File: src/axi_pkg.sv
// AXI4 read-channel definitions for the MMU read master
// constant AR fields and packed AR and R channel payloads
package axi_pkg;

    localparam int ADDR_W   = 64;
    localparam int DATA_W   = 64;
    localparam int AXI_ID_W = 8;

    // fixed AR attributes, tied off at the top
    localparam logic [AXI_ID_W-1:0] AR_ID        = '0;
    localparam logic [1:0]          BURST_INCR   = 2'b01;  // incrementing burst
    localparam logic [2:0]          SIZE_8B      = 3'b011; // 8 bytes per beat
    localparam logic                LOCK_NORMAL  = 1'b0;
    localparam logic [3:0]          CACHE_DEVICE = 4'b0000; // non-bufferable
    localparam logic [2:0]          PROT_DATA    = 3'b000;  // unprivileged data
    localparam logic [3:0]          QOS_NONE     = 4'b0000;

    // read address payload
    typedef struct packed {
        logic [ADDR_W-1:0] addr; // byte address of first beat
        logic [7:0]        len;  // beats minus one
    } ar_t;

    // read data payload
    typedef struct packed {
        logic [DATA_W-1:0] data;
        logic              last; // final beat of burst
        logic [1:0]        resp;
    } r_t;

endpackage

File: src/ptw_pkg.sv
// Page table walker definitions: paging modes, PTE flag positions and
// the request and response payloads of the walk and line refill ports
package ptw_pkg;

    localparam int ID_W   = 8;   // request ID, zero means no request
    localparam int VPN_W  = 9;   // one virtual page number field
    localparam int PPN_W  = 44;  // physical page number
    localparam int LINE_W = 512; // one cache line

    // SATP mode field codes
    localparam logic [3:0] MODE_SV39 = 4'd8;  // 3 levels
    localparam logic [3:0] MODE_SV48 = 4'd9;  // 4 levels
    localparam logic [3:0] MODE_SV57 = 4'd10; // 5 levels

    // PTE flag bit positions
    localparam int PTE_V = 0;
    localparam int PTE_R = 1;
    localparam int PTE_W = 2;
    localparam int PTE_X = 3;
    localparam int PTE_A = 6;
    localparam int PTE_D = 7;

    typedef struct packed {
        logic [ID_W-1:0] id;
        logic [63:0]     vadd; // virtual address
        logic [63:0]     satp;
        logic [3:0]      acc;  // requested access, same bit order as PTE flags
    } walk_rqst_t;

    typedef struct packed {
        logic [ID_W-1:0] id;
        logic            fault;
        logic [7:0]      perm; // low PTE bits of the leaf
        logic [63:0]     padd; // physical page address
    } walk_resp_t;

    typedef struct packed {
        logic [ID_W-1:0] id;
        logic [63:0]     addr; // line address
    } line_rqst_t;

    typedef struct packed {
        logic [ID_W-1:0]   id;
        logic [LINE_W-1:0] data; // beat i at bits 64*i and up
    } line_resp_t;

endpackage

File: src/axi_read_engine.sv
// AXI read engine: serves line refills and walker PTE reads one at a time,
// refill first, and collects the R beats into a line buffer
`timescale 1ns/1ps

module axi_read_engine #(
    parameter int line_beats = 8
) (
    input  logic                          clk,
    input  logic                          rst,
    input  ptw_pkg::line_rqst_t           line_held,
    input  logic                          pte_rd_strobe,
    input  logic [ptw_pkg::ID_W-1:0]      pte_rd_id,
    input  logic [axi_pkg::ADDR_W-1:0]    pte_rd_addr,
    output ptw_pkg::line_resp_t           line_resp,
    output logic                          pte_rd_done,
    output logic [axi_pkg::DATA_W-1:0]    pte_rd_data,
    output axi_pkg::ar_t                  ar,
    output logic                          ar_valid,
    input  logic                          ar_ready,
    input  axi_pkg::r_t                   r,
    input  logic                          r_valid,
    output logic                          r_ready
);
    typedef enum logic [1:0] {S_IDLE, S_ADDR, S_DATA, S_RESP} state_t;

    state_t                                 state;
    logic [ptw_pkg::ID_W-1:0]               pend_id;   // walker read waiting
    logic [axi_pkg::ADDR_W-1:0]             pend_addr;
    logic [ptw_pkg::ID_W-1:0]               cur_id;    // transaction in flight
    logic                                   is_line;
    logic [line_beats-1:0][axi_pkg::DATA_W-1:0] line_buf;
    logic                                   beat;
    logic                                   bc_done;
    logic [2:0]                             index;

    assign beat = r_valid && r_ready;

    beat_counter #(.line_beats(line_beats)) beat_counter_i (
        .clk       (clk),
        .rst       (rst),
        .start     (ar_valid && ar_ready),
        .beat      (beat),
        .burst_len (ar.len),
        .index     (index),
        .done      (bc_done)
    );

    // the walker strobes once, so keep its read until it is picked
    always_ff @(posedge clk) begin
        if (rst) pend_id <= '0;
        else if (pte_rd_strobe) pend_id <= pte_rd_id;
        else if (state == S_IDLE && !(|line_held.id)) pend_id <= '0;
    end

    always_ff @(posedge clk) begin
        if (pte_rd_strobe) pend_addr <= pte_rd_addr;
    end

    always_ff @(posedge clk) begin
        if (rst) begin
            state    <= S_IDLE;
            ar_valid <= 1'b0;
            r_ready  <= 1'b0;
        end else begin
            case (state)
                S_IDLE: begin
                    if (|line_held.id) begin // refill wins
                        cur_id   <= line_held.id;
                        is_line  <= 1'b1;
                        ar.addr  <= line_held.addr;
                        ar.len   <= 8'(line_beats - 1);
                        ar_valid <= 1'b1;
                        state    <= S_ADDR;
                    end else if (|pend_id) begin
                        cur_id   <= pend_id;
                        is_line  <= 1'b0;
                        ar.addr  <= pend_addr;
                        ar.len   <= 8'd0; // single beat
                        ar_valid <= 1'b1;
                        state    <= S_ADDR;
                    end
                end
                S_ADDR: begin
                    if (ar_ready) begin
                        ar_valid <= 1'b0;
                        r_ready  <= 1'b1;
                        state    <= S_DATA;
                    end
                end
                S_DATA: begin
                    if (beat) begin
                        line_buf[index] <= r.data;
                        if (bc_done) begin
                            r_ready <= 1'b0;
                            state   <= S_RESP;
                        end
                    end
                end
                S_RESP: state <= S_IDLE;
                default: state <= S_IDLE;
            endcase
        end
    end

    assign line_resp.id   = (state == S_RESP && is_line) ? cur_id : '0;
    assign line_resp.data = line_buf;
    assign pte_rd_done    = (state == S_RESP) && !is_line;
    assign pte_rd_data    = line_buf[0]; // PTE reads land in slot 0

    // the walker asks again only after its previous read was picked
    pte_rd_single: assert property (@(posedge clk) disable iff (rst)
        pte_rd_strobe |-> !(|pend_id));

    // slave's last flag must agree with our own beat count
    last_on_count: assert property (@(posedge clk) disable iff (rst)
        beat |-> (r.last == bc_done));

endmodule

File: src/beat_counter.sv
// Beat counter for AXI read bursts: tracks the buffer slot of each
// accepted beat and flags the beat that completes the burst
`timescale 1ns/1ps

module beat_counter #(
    parameter int line_beats = 8
) (
    input  logic       clk,
    input  logic       rst,
    input  logic       start,     // AR handshake, new burst
    input  logic       beat,      // accepted R beat
    input  logic [7:0] burst_len, // AR length, beats minus one
    output logic [2:0] index,
    output logic       done
);
    localparam logic [2:0] last_idx = 3'(line_beats - 1);

    always_ff @(posedge clk) begin
        if (rst || start) begin
            index <= '0;
        end else if (beat && index != last_idx) begin
            index <= index + 3'd1; // holds at the top slot
        end
    end

    // final beat once the count reaches the burst length
    assign done = beat && ({5'd0, index} == burst_len);

endmodule

File: src/mmu_top.sv
// MMU read side top: request holders, page table walker and AXI read
// engine, with the constant AR attributes tied off here
`timescale 1ns/1ps

module mmu_top #(
    parameter int line_beats = 8
) (
    input  logic                clk,
    input  logic                rst,
    input  ptw_pkg::walk_rqst_t walk_rqst,
    output ptw_pkg::walk_resp_t walk_resp,
    input  ptw_pkg::line_rqst_t line_rqst,
    output ptw_pkg::line_resp_t line_resp,
    output axi_pkg::ar_t        ar,
    output logic                ar_valid,
    input  logic                ar_ready,
    output logic [axi_pkg::AXI_ID_W-1:0] arid,
    output logic [1:0]          arburst,
    output logic [2:0]          arsize,
    output logic                arlock,
    output logic [3:0]          arcache,
    output logic [2:0]          arprot,
    output logic [3:0]          arqos,
    input  axi_pkg::r_t         r,
    input  logic                r_valid,
    output logic                r_ready
);
    ptw_pkg::walk_rqst_t      walk_held;
    ptw_pkg::line_rqst_t      line_held;
    logic                     pte_rd_strobe;
    logic [ptw_pkg::ID_W-1:0] pte_rd_id;
    logic [63:0]              pte_rd_addr;
    logic                     pte_rd_done;
    logic [63:0]              pte_rd_data;

    req_hold #(.payload_t(ptw_pkg::walk_rqst_t)) walk_hold (
        .clk     (clk),
        .rst     (rst),
        .rqst    (walk_rqst),
        .rqst_id (walk_rqst.id),
        .resp_id (walk_resp.id),
        .held    (walk_held),
        .held_id ()
    );

    req_hold #(.payload_t(ptw_pkg::line_rqst_t)) line_hold (
        .clk     (clk),
        .rst     (rst),
        .rqst    (line_rqst),
        .rqst_id (line_rqst.id),
        .resp_id (line_resp.id), // refill answer releases the holder
        .held    (line_held),
        .held_id ()
    );

    ptw_fsm ptw_fsm_i (
        .clk           (clk),
        .rst           (rst),
        .walk_held     (walk_held),
        .pte_rd_strobe (pte_rd_strobe),
        .pte_rd_id     (pte_rd_id),
        .pte_rd_addr   (pte_rd_addr),
        .pte_rd_done   (pte_rd_done),
        .pte_rd_data   (pte_rd_data),
        .walk_resp     (walk_resp)
    );

    axi_read_engine #(.line_beats(line_beats)) axi_read_engine_i (
        .clk           (clk),
        .rst           (rst),
        .line_held     (line_held),
        .pte_rd_strobe (pte_rd_strobe),
        .pte_rd_id     (pte_rd_id),
        .pte_rd_addr   (pte_rd_addr),
        .line_resp     (line_resp),
        .pte_rd_done   (pte_rd_done),
        .pte_rd_data   (pte_rd_data),
        .ar            (ar),
        .ar_valid      (ar_valid),
        .ar_ready      (ar_ready),
        .r             (r),
        .r_valid       (r_valid),
        .r_ready       (r_ready)
    );

    assign arid    = axi_pkg::AR_ID;
    assign arburst = axi_pkg::BURST_INCR;
    assign arsize  = axi_pkg::SIZE_8B;
    assign arlock  = axi_pkg::LOCK_NORMAL;
    assign arcache = axi_pkg::CACHE_DEVICE;
    assign arprot  = axi_pkg::PROT_DATA;
    assign arqos   = axi_pkg::QOS_NONE;

endmodule

File: src/ptw_fsm.sv
// Page table walker for Sv39, Sv48 and Sv57: fetches one PTE per level,
// applies the leaf checks and returns the physical page or a fault
`timescale 1ns/1ps

module ptw_fsm (
    input  logic                     clk,
    input  logic                     rst,
    input  ptw_pkg::walk_rqst_t      walk_held,
    output logic                     pte_rd_strobe,
    output logic [ptw_pkg::ID_W-1:0] pte_rd_id,
    output logic [63:0]              pte_rd_addr,
    input  logic                     pte_rd_done,
    input  logic [63:0]              pte_rd_data,
    output ptw_pkg::walk_resp_t      walk_resp
);
    typedef enum logic [2:0] {S_IDLE, S_ADDR, S_WAIT, S_CHECK, S_DONE} state_t;

    state_t                          state;
    logic [ptw_pkg::ID_W-1:0]        req_id;
    logic [4:0][ptw_pkg::VPN_W-1:0]  vpn;   // vadd[56:12] split by level
    logic [ptw_pkg::PPN_W-1:0]       ppn;   // table base, then result page
    logic [3:0]                      acc;
    logic [2:0]                      lvl;
    logic [63:0]                     pte;
    logic                            fault;
    logic [7:0]                      perm;
    logic                            is_leaf;
    logic                            misaligned;
    logic                            leaf_fault;
    logic [ptw_pkg::PPN_W-1:0]       leaf_ppn;

    // superpage handling, fields below the leaf level
    always_comb begin
        leaf_ppn   = pte[10 +: ptw_pkg::PPN_W];
        misaligned = 1'b0;
        for (int i = 0; i < 4; i++) begin
            if (i < lvl) begin
                if (|pte[10 + 9 * i +: 9]) misaligned = 1'b1;
                leaf_ppn[9 * i +: 9] = vpn[i]; // page offset bits from the VA
            end
        end
    end

    assign is_leaf    = pte[ptw_pkg::PTE_R] | pte[ptw_pkg::PTE_X];
    assign leaf_fault = ~pte[ptw_pkg::PTE_A]
                      | (acc[ptw_pkg::PTE_W] & ~pte[ptw_pkg::PTE_D])
                      | |(acc[ptw_pkg::PTE_X:ptw_pkg::PTE_R]
                          & ~pte[ptw_pkg::PTE_X:ptw_pkg::PTE_R])
                      | misaligned;

    assign pte_rd_strobe = (state == S_ADDR);
    assign pte_rd_id     = req_id;
    assign pte_rd_addr   = {8'd0, ppn, vpn[lvl], 3'd0};

    assign walk_resp.id    = (state == S_DONE) ? req_id : '0;
    assign walk_resp.fault = fault;
    assign walk_resp.perm  = fault ? 8'd0 : perm;
    assign walk_resp.padd  = fault ? 64'd0 : {8'd0, ppn, 12'd0};

    always_ff @(posedge clk) begin
        if (rst) begin
            state <= S_IDLE;
            fault <= 1'b0;
        end else begin
            case (state)
                S_IDLE: begin
                    if (|walk_held.id) begin
                        req_id <= walk_held.id;
                        vpn    <= walk_held.vadd[56:12];
                        ppn    <= walk_held.satp[43:0];
                        acc    <= walk_held.acc;
                        fault  <= 1'b0;
                        perm   <= 8'd0;
                        state  <= S_ADDR;
                        case (walk_held.satp[63:60])
                            ptw_pkg::MODE_SV39: lvl <= 3'd2;
                            ptw_pkg::MODE_SV48: lvl <= 3'd3;
                            ptw_pkg::MODE_SV57: lvl <= 3'd4;
                            default: begin // unsupported mode
                                fault <= 1'b1;
                                state <= S_DONE;
                            end
                        endcase
                    end
                end
                S_ADDR: state <= S_WAIT; // read strobed this cycle
                S_WAIT: begin
                    if (pte_rd_done) begin
                        pte   <= pte_rd_data;
                        state <= S_CHECK;
                    end
                end
                S_CHECK: begin
                    if (!pte[ptw_pkg::PTE_V]) begin
                        fault <= 1'b1;
                        state <= S_DONE;
                    end else if (is_leaf) begin
                        state <= S_DONE;
                        if (leaf_fault) begin
                            fault <= 1'b1;
                        end else begin
                            ppn  <= leaf_ppn;
                            perm <= pte[7:0];
                        end
                    end else if (lvl == 3'd0) begin // pointer at the last level
                        fault <= 1'b1;
                        state <= S_DONE;
                    end else begin
                        ppn   <= pte[10 +: ptw_pkg::PPN_W];
                        lvl   <= lvl - 3'd1;
                        state <= S_ADDR;
                    end
                end
                S_DONE: state <= S_IDLE;
                default: state <= S_IDLE;
            endcase
        end
    end

endmodule

File: src/req_hold.sv
// Request holder: captures a strobed request and keeps it until a
// response with the same ID comes back, for any payload type
`timescale 1ns/1ps

module req_hold #(
    parameter type payload_t = logic
) (
    input  logic                     clk,
    input  logic                     rst,
    input  payload_t                 rqst,
    input  logic [ptw_pkg::ID_W-1:0] rqst_id,
    input  logic [ptw_pkg::ID_W-1:0] resp_id,
    output payload_t                 held,
    output logic [ptw_pkg::ID_W-1:0] held_id
);
    logic                     ready;   // buffer empty or being answered
    logic [ptw_pkg::ID_W-1:0] id_next;
    payload_t                 payload_next;

    assign ready        = ~|held_id | (held_id == resp_id);
    assign id_next      = ready ? rqst_id : held_id;
    assign payload_next = ready ? rqst : held;

    always_ff @(posedge clk) begin
        if (rst) held_id <= '0;
        else held_id <= id_next;
    end

    always_ff @(posedge clk) held <= payload_next; // payload register

    // a response only ever answers the pending request
    resp_matches_held: assert property (@(posedge clk) disable iff (rst)
        |resp_id |-> resp_id == held_id);

endmodule

File: config.mk
export PLATFORM = sky130hd
export DESIGN_NAME = mmu_top
export DESIGN_NICKNAME = d
export VERILOG_FILES = /design/src/axi_pkg.sv /design/src/ptw_pkg.sv /design/src/axi_read_engine.sv /design/src/beat_counter.sv /design/src/mmu_top.sv /design/src/ptw_fsm.sv /design/src/req_hold.sv
export SDC_FILE = /design/constraint.sdc
export NUM_CORES = 1
export LEC_CHECK = 0
export BUFFER_PORTS_ARGS = -buffer_cell sky130_fd_sc_hd__buf_2
export CAP_MARGIN = 40
export CELL_PAD_IN_SITES_DETAIL_PLACEMENT = 0
export CELL_PAD_IN_SITES_GLOBAL_PLACEMENT = 2
export CORE_AREA = 2 2 380 382
export DETAILED_ROUTE_END_ITERATION = 10
export DIE_AREA = 0 0 382 384
export PLACE_DENSITY = 0.61
export RECOVER_POWER = 100
export SYNTH_ARGS = -nofsm -noshare
export SYNTH_HDL_FRONTEND = slang
export SYNTH_SLANG_ARGS = --single-unit
File: constraint.sdc
create_clock -name clk -period 8.1 [get_ports clk]
set_input_delay 0.81 -clock clk [delete_from_list [all_inputs] [get_ports clk]]
set_output_delay 0.81 -clock clk [all_outputs]
set_load 0.01 [all_outputs]
Yosys cells after proc, flatten, opt, wreduce, memory -nomap -nowiden
Index checks and enable logic that the tools add are counted.
{"block": "totals", "register_bits": 1047, "latchBits": 0, "ramBits": 0, "rom_bits": 0, "in_bits": 283, "output_inout_bits": 700, "wordCells": 207, "n_memories": 0}
{"block": "op_classes", "add_sub_neg": 2, "mul": 0, "n_div": 0, "n_lt_le_gt_ge": 7, "n_eq_ne": 30, "shift": 0, "mux": 73, "n_bitwise": 12, "n_reduce_logical": 44}
{"cell": "bitwise mux 512 bit", "n": 1}
{"cell": "2-to-1 mux 44 bit", "n": 5}
{"cell": "demux 64 bit (select 3 bit)", "n": 1}
{"cell": "2-to-1 mux 72 bit", "n": 2}
{"cell": "2-to-1 mux 8 bit", "n": 11}
{"cell": "case mux 44 bit (2 select lines)", "n": 1}
{"cell": "2-to-1 mux 64 bit", "n": 1}
{"cell": "2-to-1 mux 56 bit", "n": 1}
{"cell": "2-to-1 mux 9 bit", "n": 5}
{"cell": "OR reduction 8 bit", "n": 5}
{"cell": "OR reduction 9 bit", "n": 4}
{"cell": "2-to-1 mux 3 bit", "n": 10}
{"cell": "binary-select mux 9 bit (select 3 bit)", "n": 1}
{"cell": "2-to-1 mux 1 bit", "n": 21}
{"cell": "equality test 8 bit", "n": 2}
{"cell": "case mux 8 bit (2 select lines)", "n": 1}
{"cell": "AND reduction 3 bit", "n": 5}
{"cell": "equality test 4 bit (second input constant)", "n": 3}
{"cell": "inequality test 4 bit (second input constant)", "n": 3}
{"cell": "case mux 3 bit (4 select lines)", "n": 1}
{"cell": "AND reduction 4 bit", "n": 3}
{"cell": "AND reduction 6 bit", "n": 2}
{"cell": "2-to-1 mux 2 bit", "n": 5}
{"cell": "inequality test 2 x 1 -> 1 bit (second input constant)", "n": 5}
{"cell": "33 further kinds", "n": 69}

Depth between registers and ports, before layout
Gate-level depths: netlist of the first run.
{"block": "depth", "depth_word": 14, "depth_mapped": 10, "depth_no_buf": 7}

Modules after synthesis
Synthesis of the first run repeated with hierarchy kept, for this count alone.
{"block": "unflattened", "hier_cells": 1952, "hier_area_um2": 36855.3}
{"mod": "axi_read_engine", "instances": 1, "cells_per_inst": 1035, "area_per_inst_um2": 21703.3, "seq_area_each_um2": 19728.9}
{"mod": "ptw_fsm", "instances": 1, "cells_per_inst": 564, "area_per_inst_um2": 7433.4, "seq_area_each_um2": 4974.8}
{"mod": "req_hold (walk_hold)", "instances": 1, "cells_per_inst": 188, "area_per_inst_um2": 4688.2, "seq_area_each_um2": 4364.2}
{"mod": "req_hold (line_hold)", "instances": 1, "cells_per_inst": 120, "area_per_inst_um2": 2646.3, "seq_area_each_um2": 2322.2}
{"mod": "mmu_top", "instances": 1, "cells_per_inst": 27, "area_per_inst_um2": 195.2, "seq_area_each_um2": 0.0}
{"mod": "beat_counter", "instances": 1, "cells_per_inst": 18, "area_per_inst_um2": 188.9, "seq_area_each_um2": 60.1}

Worst setup path after synthesis of the first run
Ideal clock, no wire load.
{"block": "synth_timing", "kind": "input-to-reg", "start": "in rst", "end": "reg axi_read_engine_i.ar[10] (netlist name)", "setup_time_ns": 0.609, "t_arrival_ns": 6.377, "required_time_ns": 7.491, "path_slack_ns": 1.114, "cell_stages": 2, "path_buffers": 1, "path_cell_list": "clkbuf_1 nor3b_1"}
{"block": "synth_via", "elab_chain_cells": 2}
{"item": "start, declared", "line": "mmu_top.sv:9", "source": "input logic rst,"}
{"item": "inverter 1 bit (no line)"}
{"item": "AND reduction 3 bit (no line)"}
No other way between the ends.
A chain may end at the register's enable or synchronous reset.

Worst setup path in the final report of the first run
{"block": "layout_timing", "start": "reg axi_read_engine_i.state[0]", "end": "reg axi_read_engine_i.line_buf (netlist bit axi_read_engine_i.pte_rd_data[50]), enable pin"}
{"block": "layout_via", "elab_chain_cells": 2}
{"item": "start, declared", "line": "axi_read_engine.sv:26", "source": "state_t state;"}
{"item": "start signal, assigned", "line": "axi_read_engine.sv:61", "source": "state <= S_IDLE;"}
{"item": "start signal, assigned", "line": "axi_read_engine.sv:73", "source": "state <= S_ADDR;"}
{"item": "start signal, assigned", "line": "axi_read_engine.sv:80", "source": "state <= S_ADDR;"}
{"item": "equality test 2 bit", "line": "axi_read_engine.sv:65", "source": "case (state)"}
{"item": "AND reduction 3 bit (no line)"}
{"item": "end signal, assigned by index", "line": "axi_read_engine.sv:92", "source": "line_buf[index] <= r.data;"}
{"item": "end, declared", "line": "axi_read_engine.sv:31", "source": "logic [line_beats-1:0][axi_pkg::DATA_W-1:0] line_buf;"}
No other way between the ends.

==> summary.txt, run 1 <==
Place
  – Placed wire-length estimate: between 80 and 90 mm
  – GPL Wtd Cong: between 0.7 and 0.8
  – DP Area: between 40000 and 50000 µm²
  – Pre-CTS setup slack: 4.35 ns
  – Port Buffers: between 800 and 900

Clock tree
  – Hold buffers post-CTS: 0
  – Clock Pin Slew Worst Setup and Hold Paths: ~0.06 ns
  – H-Tree Depth: 3
  – CTS tree: built
  – CTS max path bufs: 3
  – Post-CTS setup buffer count: 0
  – Root buf cell: clkbuf_16
  – Number of CTS-inserted buffers: 110
  – Resized cells post-CTS: 0
  – Clk_lat worst skew: roughly 0.75 ns
  – Clk sink count: just over 1000

Synth
  – Area share of the largest cell type after synthesis: roughly 85%
  – Most common cell in the synthesized netlist: edfxtp_1
  – Netlist Area Pre-Place: 34600 µm²
  – Post-synthesis async set-or-reset flop share: 0%
  – Synth Warn #: 0
  – #FFs+latches synth: 1012
  – Post-synth top cells: edfxtp_1 (977), nand2_1 (103), nor2b_1 (66)
  – Synth area leader: edfxtp_1
  – Most common flop cell mapped by yosys: edfxtp_1
  – Leading post-synthesis cells by cell area: edfxtp_1 (85%), dfxtp_1 (2.0%), mux2_2 (1.7%)
  – EDFF count, synth: ~1000
  – Unique cell type count in the Yosys netlist: 55
  – Post-synthesis sequential area ratio: 86.8%
  – Syn Area/Cell: 20.0 µm²
  – Synth Instances: around 1700

Route
  – DR vias: about 19000
  – Routed len/inst: ~25 µm
  – Antenna viol nets, final: 0
  – DR vias/cell: a little over 4
  – Number of remaining DRC errors: 0
  – DR pass1 iterations: 7
  – DR iter-0 viols: around 1200
  – Total wire length: between 100 and 150 mm

Worst setup path
  – Top Family by Delay on Critical Path: buffers and inverters
  – Endpoint type of the worst setup path: flip-flop
  – Cell Chain, Critical Path: inv_1 > ha_1 > nand3_1 > or3_1 > nor3_1 > clkbuf_1 > clkbuf_1
  – Startpoint types: flip-flop
  – Worst EP required: roughly 8.4 ns
  – CP most frequent cell: clkbuf_1
  – Worst setup path startpoint: axi_read_engine_i.state[0]$_SDFFE_PP0P_
  – Crit-path max FO: 42
  – Max stage delay on crit path: about 2.2 ns
  – Setup crit end: axi_read_engine_i.pte_rd_data[50]$_DFFE_PP_
  – Worst Path Buf+Inv: 3
  – Kind of critical path: flip-flop to flip-flop
  – Slowest-stage cell, CP: clkbuf_1
  – Worst R2R Start: axi_read_engine_i.state[0]$_SDFFE_PP0P_
  – Reg-to-reg endpoint: axi_read_engine_i.pte_rd_data[50]$_DFFE_PP_
  – FF-to-FF setup slack: 2.65 ns
  – Crit. path cell count: 7
  – Arrival @ worst endpoint: 5.69 ns
  – Reg2Reg Depth: 7

STA
  – Minimum clock period: around 5.4 ns
  – Max Fclk: about 0.18 GHz
  – Period Utilization, post-route: 67.2%
  – Slew HR: -136%
  – Skew final: between 0.07 and 0.08 ns
  – Hold slack: approximately 0.23 ns
  – Fin Setup TNS: 0 ns
  – Worst Slack Setup Final: approximately 2.7 ns
  – Slew Limit Fails: between 600 and 700
  – Final setup violation count: 0
  – RSZ-0062 raised after global routing: false
  – Worst Tran Pin Value: 3.54 ns
  – Final hold vios: 0

GRT
  – All-layer global routing usage: 15.8%
  – Met3 global-route usage: 5.04%
  – Grt total ovfl: 0
  – Largest net degree at the start of global routing: between 50 and 60
  – First-pass GRT wire length: approximately 160 mm
  – Initial antenna violation count: 66
  – Met1 Track Usage GR: 19.8%
  – Most Crowded Layer GR: met2
  – Number of global-route vias before repair: roughly 19000
  – Met2 Track Usage GR: 26.1%

Layout
  – Fin area: approximately 44000 µm²
  – Share of layout cells above drive strength 1: 14.6%
  – Final #Nets: slightly above 3000
  – Multi-input gate area: approximately 4000 µm²
  – Seq. cell area: ~30000 µm²
  – Area delta synth->final: 27.6%
  – Number of filler cells placed in the layout: around 14000

Power
  – NetSw: approximately 4.6 mW
  – Clock share of power: about a third
  – Lkg Pwr: ~15 nW
  – Power per cell area: around 350 nW/µm²
  – Power Internal: between 10 and 15 mW
  – Max IR drop VDD: 0.267 mV
  – Gate power share: between 10% and 20%
  – Sw Ratio: between 20 and 30%
  – Power share of the sequential group: between 40% and 50%

Die
  – Die Y: 384 µm
  – Die Area: roughly 150000 µm²
  – Initial Utilization: roughly a quarter
  – # rows: approximately 140
  – Core box area: 143000 µm²
  – Io pins: between 900 and 1000
  – Die W: ~380 µm

Flow run
  – Max Cap Viol: 17

Run status
  – Failing checks: capacitance limit, slew limit
  – Status: complete, but fails checks

Worst hold path
  – Min-delay worst type: primary input to flip-flop
-- cell type report --
type / instances / share of cell area, %
Timing Repair Buffer: 937 / 8.69
Multi-Input combinational cell: 651 / 9.23
Clock inverter: 75 / 1.91
Tap cell: 1903 / 5.39
Antenna cell: 28 / 0.159
Clock buffer: 132 / 6.49
Inverter: 16 / 0.144
Sequential cell: 1012 / 68.0
-- metal layers --
metal,wire [µm],up-vias
met2,58100,655
met5,386,-
met1,48900,9560
met3,9110,249
met4,3520,58
li1,-,8611
-- placed cells by master, fill, tap and decap left out, types with 5 or more instances in the layout --
cell type	Yosys	layout
a21o_1	10	10
a21oi_1	28	28
a22oi_1	5	5
a31oi_1	7	7
and2_0	0	17
and3_2	6	6
buf_2	11	170
buf_4	54	16
bufinv_16	0	12
clkbuf_1	29	768
clkbuf_16	0	110
clkinv_1	2	28
clkinv_16	0	6
clkinv_2	0	15
clkinvlp_4	0	5
conb_1	2	50
dfxtp_1	35	35
diode_2	0	28
edfxtp_1	977	977
ha_1	9	9
inv_1	12	13
inv_6	0	6
mux2_2	53	49
mux2i_1	55	55
nand2_1	103	103
nand3_1	29	29
nand3b_1	5	5
nand4_1	4	5
nor2_1	47	44
nor2b_1	66	66
nor3_1	12	12
nor4_1	10	10
o21ai_0	49	63
o21ai_1	14	8
o22ai_1	14	14
xnor2_1	6	6
xor2_1	5	5
-- per-stage QoR --
step	cells	util (%)	total power, mW
finish	4754	30.9	15.6
global route	4736	30.9	16.4
CTS	4726	31.7	16.0
detailed placement	4519	29.1	10.8
global placement	4504	29.0	10.7
floorplan	1779	-	9.26
-- power groups by stage --
stage          clock network [mW]  registers (mW)  logic [mW]
6_report                     5.12            7.77        2.70
5_1_grt                      5.45            7.90        3.02
4_1_cts                      5.27            7.76        2.99
3_5_place_dp                    0            7.87        2.98
3_3_place_gp                    0            7.85        2.87
2_1_floorplan                   0            7.78        1.47
-- worst min-delay path by stage --
stage	startpoint	endpoint	slack, ns	cells after the start
2_1_floorplan	walk_hold.held[1]$_DFFE_PP_	ptw_fsm_i.acc[1]$_DFFE_PP_	0.40	0
3_3_place_gp	walk_hold.held[111]$_DFFE_PP_	ptw_fsm_i.vpn[31]$_DFFE_PP_	0.40	0
3_5_place_dp	walk_hold.held[101]$_DFFE_PP_	ptw_fsm_i.vpn[21]$_DFFE_PP_	0.40	0
4_1_cts	walk_rqst[81]	walk_hold.held[81]$_DFFE_PP_	0.15	1
5_1_grt	walk_rqst[3]	walk_hold.held[3]$_DFFE_PP_	0.17	1
6_report	walk_rqst[3]	walk_hold.held[3]$_DFFE_PP_	0.23	1
-- registers in the layout, summed over array words and instances (netlist names), 8 cells and up --
name                           flops
axi_read_engine_i.line_resp      448
walk_hold.held                   104
line_hold.held                    72
axi_read_engine_i.ar              65
axi_read_engine_i.pte_rd_data     64
axi_read_engine_i.pend_addr       53
ptw_fsm_i.pte                     52
ptw_fsm_i.vpn                     45
ptw_fsm_i.ppn                     44
axi_read_engine_i.cur_id           8
axi_read_engine_i.pend_id          8
line_hold.held_id                  8
ptw_fsm_i.perm                     8
ptw_fsm_i.pte_rd_id                8
walk_hold.held_id                  8
-- cell families (layout without fill, tap and decap cells) --
group                    after synthesis  in the layout  share of synthesized area (%)
other                                  2             78                         0.0217
AND/OR/NAND/NOR                      327            327                           4.84
multiplexers                         108            108                           3.31
AO/OA/AOI/OAI                        146            146                           2.49
buffers and inverters                116           1160                           1.95
adder cells (fa/ha/maj)                9              9                          0.325
flip-flops                          1012           1012                           86.8
XOR/XNOR                              11             11                          0.278
No activity file was read; power rests on OpenSTA's default activity.
==> run 2, diff against run 1 <==
--- a/config.mk
+++ b/config.mk
@@ -9,10 +9,10 @@
 export CAP_MARGIN = 40
 export CELL_PAD_IN_SITES_DETAIL_PLACEMENT = 0
 export CELL_PAD_IN_SITES_GLOBAL_PLACEMENT = 2
-export CORE_AREA = 2 2 380 382
+export CORE_AREA = 2 2 379 381
 export DETAILED_ROUTE_END_ITERATION = 10
-export DIE_AREA = 0 0 382 384
-export PLACE_DENSITY = 0.61
+export DIE_AREA = 0 0 381 383
+export PLACE_DENSITY = 0.63
 export RECOVER_POWER = 100
 export SYNTH_ARGS = -nofsm -noshare
 export SYNTH_HDL_FRONTEND = slang
==> constraint.sdc (replaced) <==
create_clock -name clk -period 4.75 [get_ports clk]
set_input_delay 0.475 -clock clk [delete_from_list [all_inputs] [get_ports clk]]
set_output_delay 0.475 -clock clk [all_outputs]
set_load 0.01 [all_outputs]
==> summary.txt, run 2 (synthesis gave the netlist of run 1 again) <==
Place
  – Port Buffers: ~890
  – GPL Wtd Cong: around 0.79
  – Placed cells: around 4500
  – Pre-CTS setup slack: 0.931 ns
  – Placed wire-length estimate: roughly 89 mm

GRT
  – Initial antenna violation count: 61
  – Number of global-route vias before repair: 20179
  – Largest net degree at the start of global routing: 74
  – Met2 Track Usage GR: 25.8%
  – Grt total ovfl: 0
  – First-pass GRT wire length: 163 mm
  – Met3 global-route usage: 4.45%
  – All-layer global routing usage: ~16%
  – Most Crowded Layer GR: met2
  – Met1 Track Usage GR: between 20% and 30%

Worst setup path
  – Crit. path cell count: 5
  – CP most frequent cell: inv_1
  – Crit-path max FO: 31
  – Cell Chain, Critical Path: inv_1 > or3_1 > inv_1 > clkbuf_1 > clkbuf_2
  – Slowest-stage cell, CP: clkbuf_1
  – Startpoint types: flip-flop
  – Arrival @ worst endpoint: approximately 4.4 ns
  – Endpoint type of the worst setup path: flip-flop
  – Top Family by Delay on Critical Path: buffers and inverters
  – Max stage delay on crit path: ~1.1 ns
  – Reg2Reg Depth: 5
  – Worst Path Buf+Inv: 4
  – Worst EP required: between 5 and 6 ns
  – Kind of critical path: flip-flop to flip-flop

Clock tree
  – Root buf cell: clkbuf_16
  – Clk_lat worst skew: approximately 0.75 ns
  – CTS tree: built
  – Clk sink count: 1012
  – CTS max path bufs: 3
  – Hold buffers post-CTS: 215
  – Clock Pin Slew Worst Setup and Hold Paths: 0.06 ns
  – Post-CTS setup buffer count: 0
  – Number of CTS-inserted buffers: 110
  – H-Tree Depth: 3
  – Resized cells post-CTS: 0

Route
  – DR vias/cell: roughly 4.0
  – DR iter-0 viols: 1208
  – Antenna viol nets, final: 0
  – Number of remaining DRC errors: 0
  – DR pass1 iterations: 5
  – Routed len/inst: approximately 24 µm
  – Total wire length: 121 mm
  – DR vias: roughly 20000

Power
  – Power share of the sequential group: between 50% and 60%
  – Power per cell area: about 560 nW/µm²
  – Clock share of power: between 30% and 40%
  – Final Power: ~26 mW
  – NetSw: approximately 7.7 mW
  – Lkg Pwr: roughly 15 nW
  – Power Internal: around 18 mW
  – Max IR drop VDD: 0.404 mV
  – Sw Ratio: just under 30%
  – Gate power share: ~17%

Worst hold path
  – Min-delay worst type: primary input to flip-flop
  – Hold path cells: 4

STA
  – Skew final: 0.0741 ns
  – Worst Slack Setup Final: roughly 0.66 ns
  – Minimum clock period: 4.09 ns
  – Final hold vios: 0
  – Max Fclk: approximately 0.24 GHz
  – Fin Setup TNS: 0 ns
  – Final setup violation count: 0
  – RSZ-0062 raised after global routing: false
  – Worst Tran Pin Value: 2.58 ns
  – Period Utilization, post-route: 86.0%
  – Slew Limit Fails: 370
  – Slew HR: -71.9%

Layout
  – Commonest non-fill, non-tap cell in the layout: edfxtp_1
  – Max reg flops: 448
  – Non-Filler Instances: around 5000
  – Share of layout cells above drive strength 1: between 10% and 20%
  – Area delta synth->final: 33.3%
  – Most frequent cells in the layout: edfxtp_1 (977), clkbuf_1 (796), dlygate4sd3_1 (215)
  – Final #Nets: 3250
  – Fin util: around 32%

Die
  – Io pins: just under 1000
  – # rows: about 140
  – Die W: between 300 and 400 µm
  – Core box area: ~140000 µm²
  – Die Y: between 300 and 400 µm
  – Die Area: 146000 µm²
  – Initial Utilization: between 20% and 30%

Run status
  – Status: complete, but fails checks
  – Failing checks: capacitance limit, slew limit

Flow run
  – Max Cap Viol: 11
==> run 2: changes by cell type in the layout (fill, tap and decap cells not counted), sizes merged, moves of 2 or more <==
cell,before,now
buf,188,178
bufinv,12,5
clkbuf,881,918
clkinv,53,40
clkinvlp,6,8
dlygate4sd3,0,215
inv,20,16
==> run 2: tightest hold or removal path, delay by kind of cell <==
kind / cells / cell delay, ns
and+or+nand+nor: 2 / 0.13
buffers and inverters: 1 / 0.12
AOI/OAI and AO/OA: 1 / 0.05
==> run 2: layout make-up <==
class / instances / area [µm²]
Sequential cell: 1012 / 30000
Clock buffer: 145 / 2910
Timing Repair Buffer: 1167 / 6080
Antenna cell: 29 / 72.6
Multi-Input combinational cell: 651 / 4070
Inverter: 16 / 63.8
Tap cell: 1903 / 2380
Clock inverter: 53 / 528
Fill cell: 14302 / 96100
==> run 2: power by group through the flow <==
| stage | Combinational, mW | Sequential [mW] | Clock (mW) |
|---|---|---|---|
| final | 4.54 | 13.3 | 8.18 |
| after global routing | 5.04 | 13.5 | 8.74 |
| after CTS | 5.06 | 13.3 | 8.41 |
| after detailed placement | 4.87 | 13.5 | 0 |
| after global placement | 4.76 | 13.5 | 0 |
| after floorplan | 2.52 | 13.2 | 0 |
==> run 2: routing by layer <==
metal  wire (µm)  up-vias
met2       57200      710
met1       51100     9971
met5         296        -
met3        7900      249
li1            -     9055
met4        4270       54
==> run 2: worst paths after layout <==
kind                                    from  slack (ns)                                        end
max reg2reg  ptw_fsm_i.state[0]$_SDFFE_PP0P_        0.66  axi_read_engine_i.pend_addr[43]$_DFFE_PN_
min reg2reg    walk_hold.held[112]$_DFFE_PP_        0.38                ptw_fsm_i.vpn[32]$_DFFE_PP_
min                                 ar_ready        0.14    axi_read_engine_i.ar_valid$_SDFFE_PP0P_
max          ptw_fsm_i.state[0]$_SDFFE_PP0P_        0.66  axi_read_engine_i.pend_addr[43]$_DFFE_PN_
==> run 2: through the flow <==
step / cell area (µm²) / hold WS (ns)
3_5_place_dp: 41800 / 0.412
6_report: 46100 / 0.139
3_3_place_gp: 41600 / 0.405
4_1_cts: 47400 / 0.000226
5_1_grt: 46100 / 0.129
2_1_floorplan: 34800 / 0.400
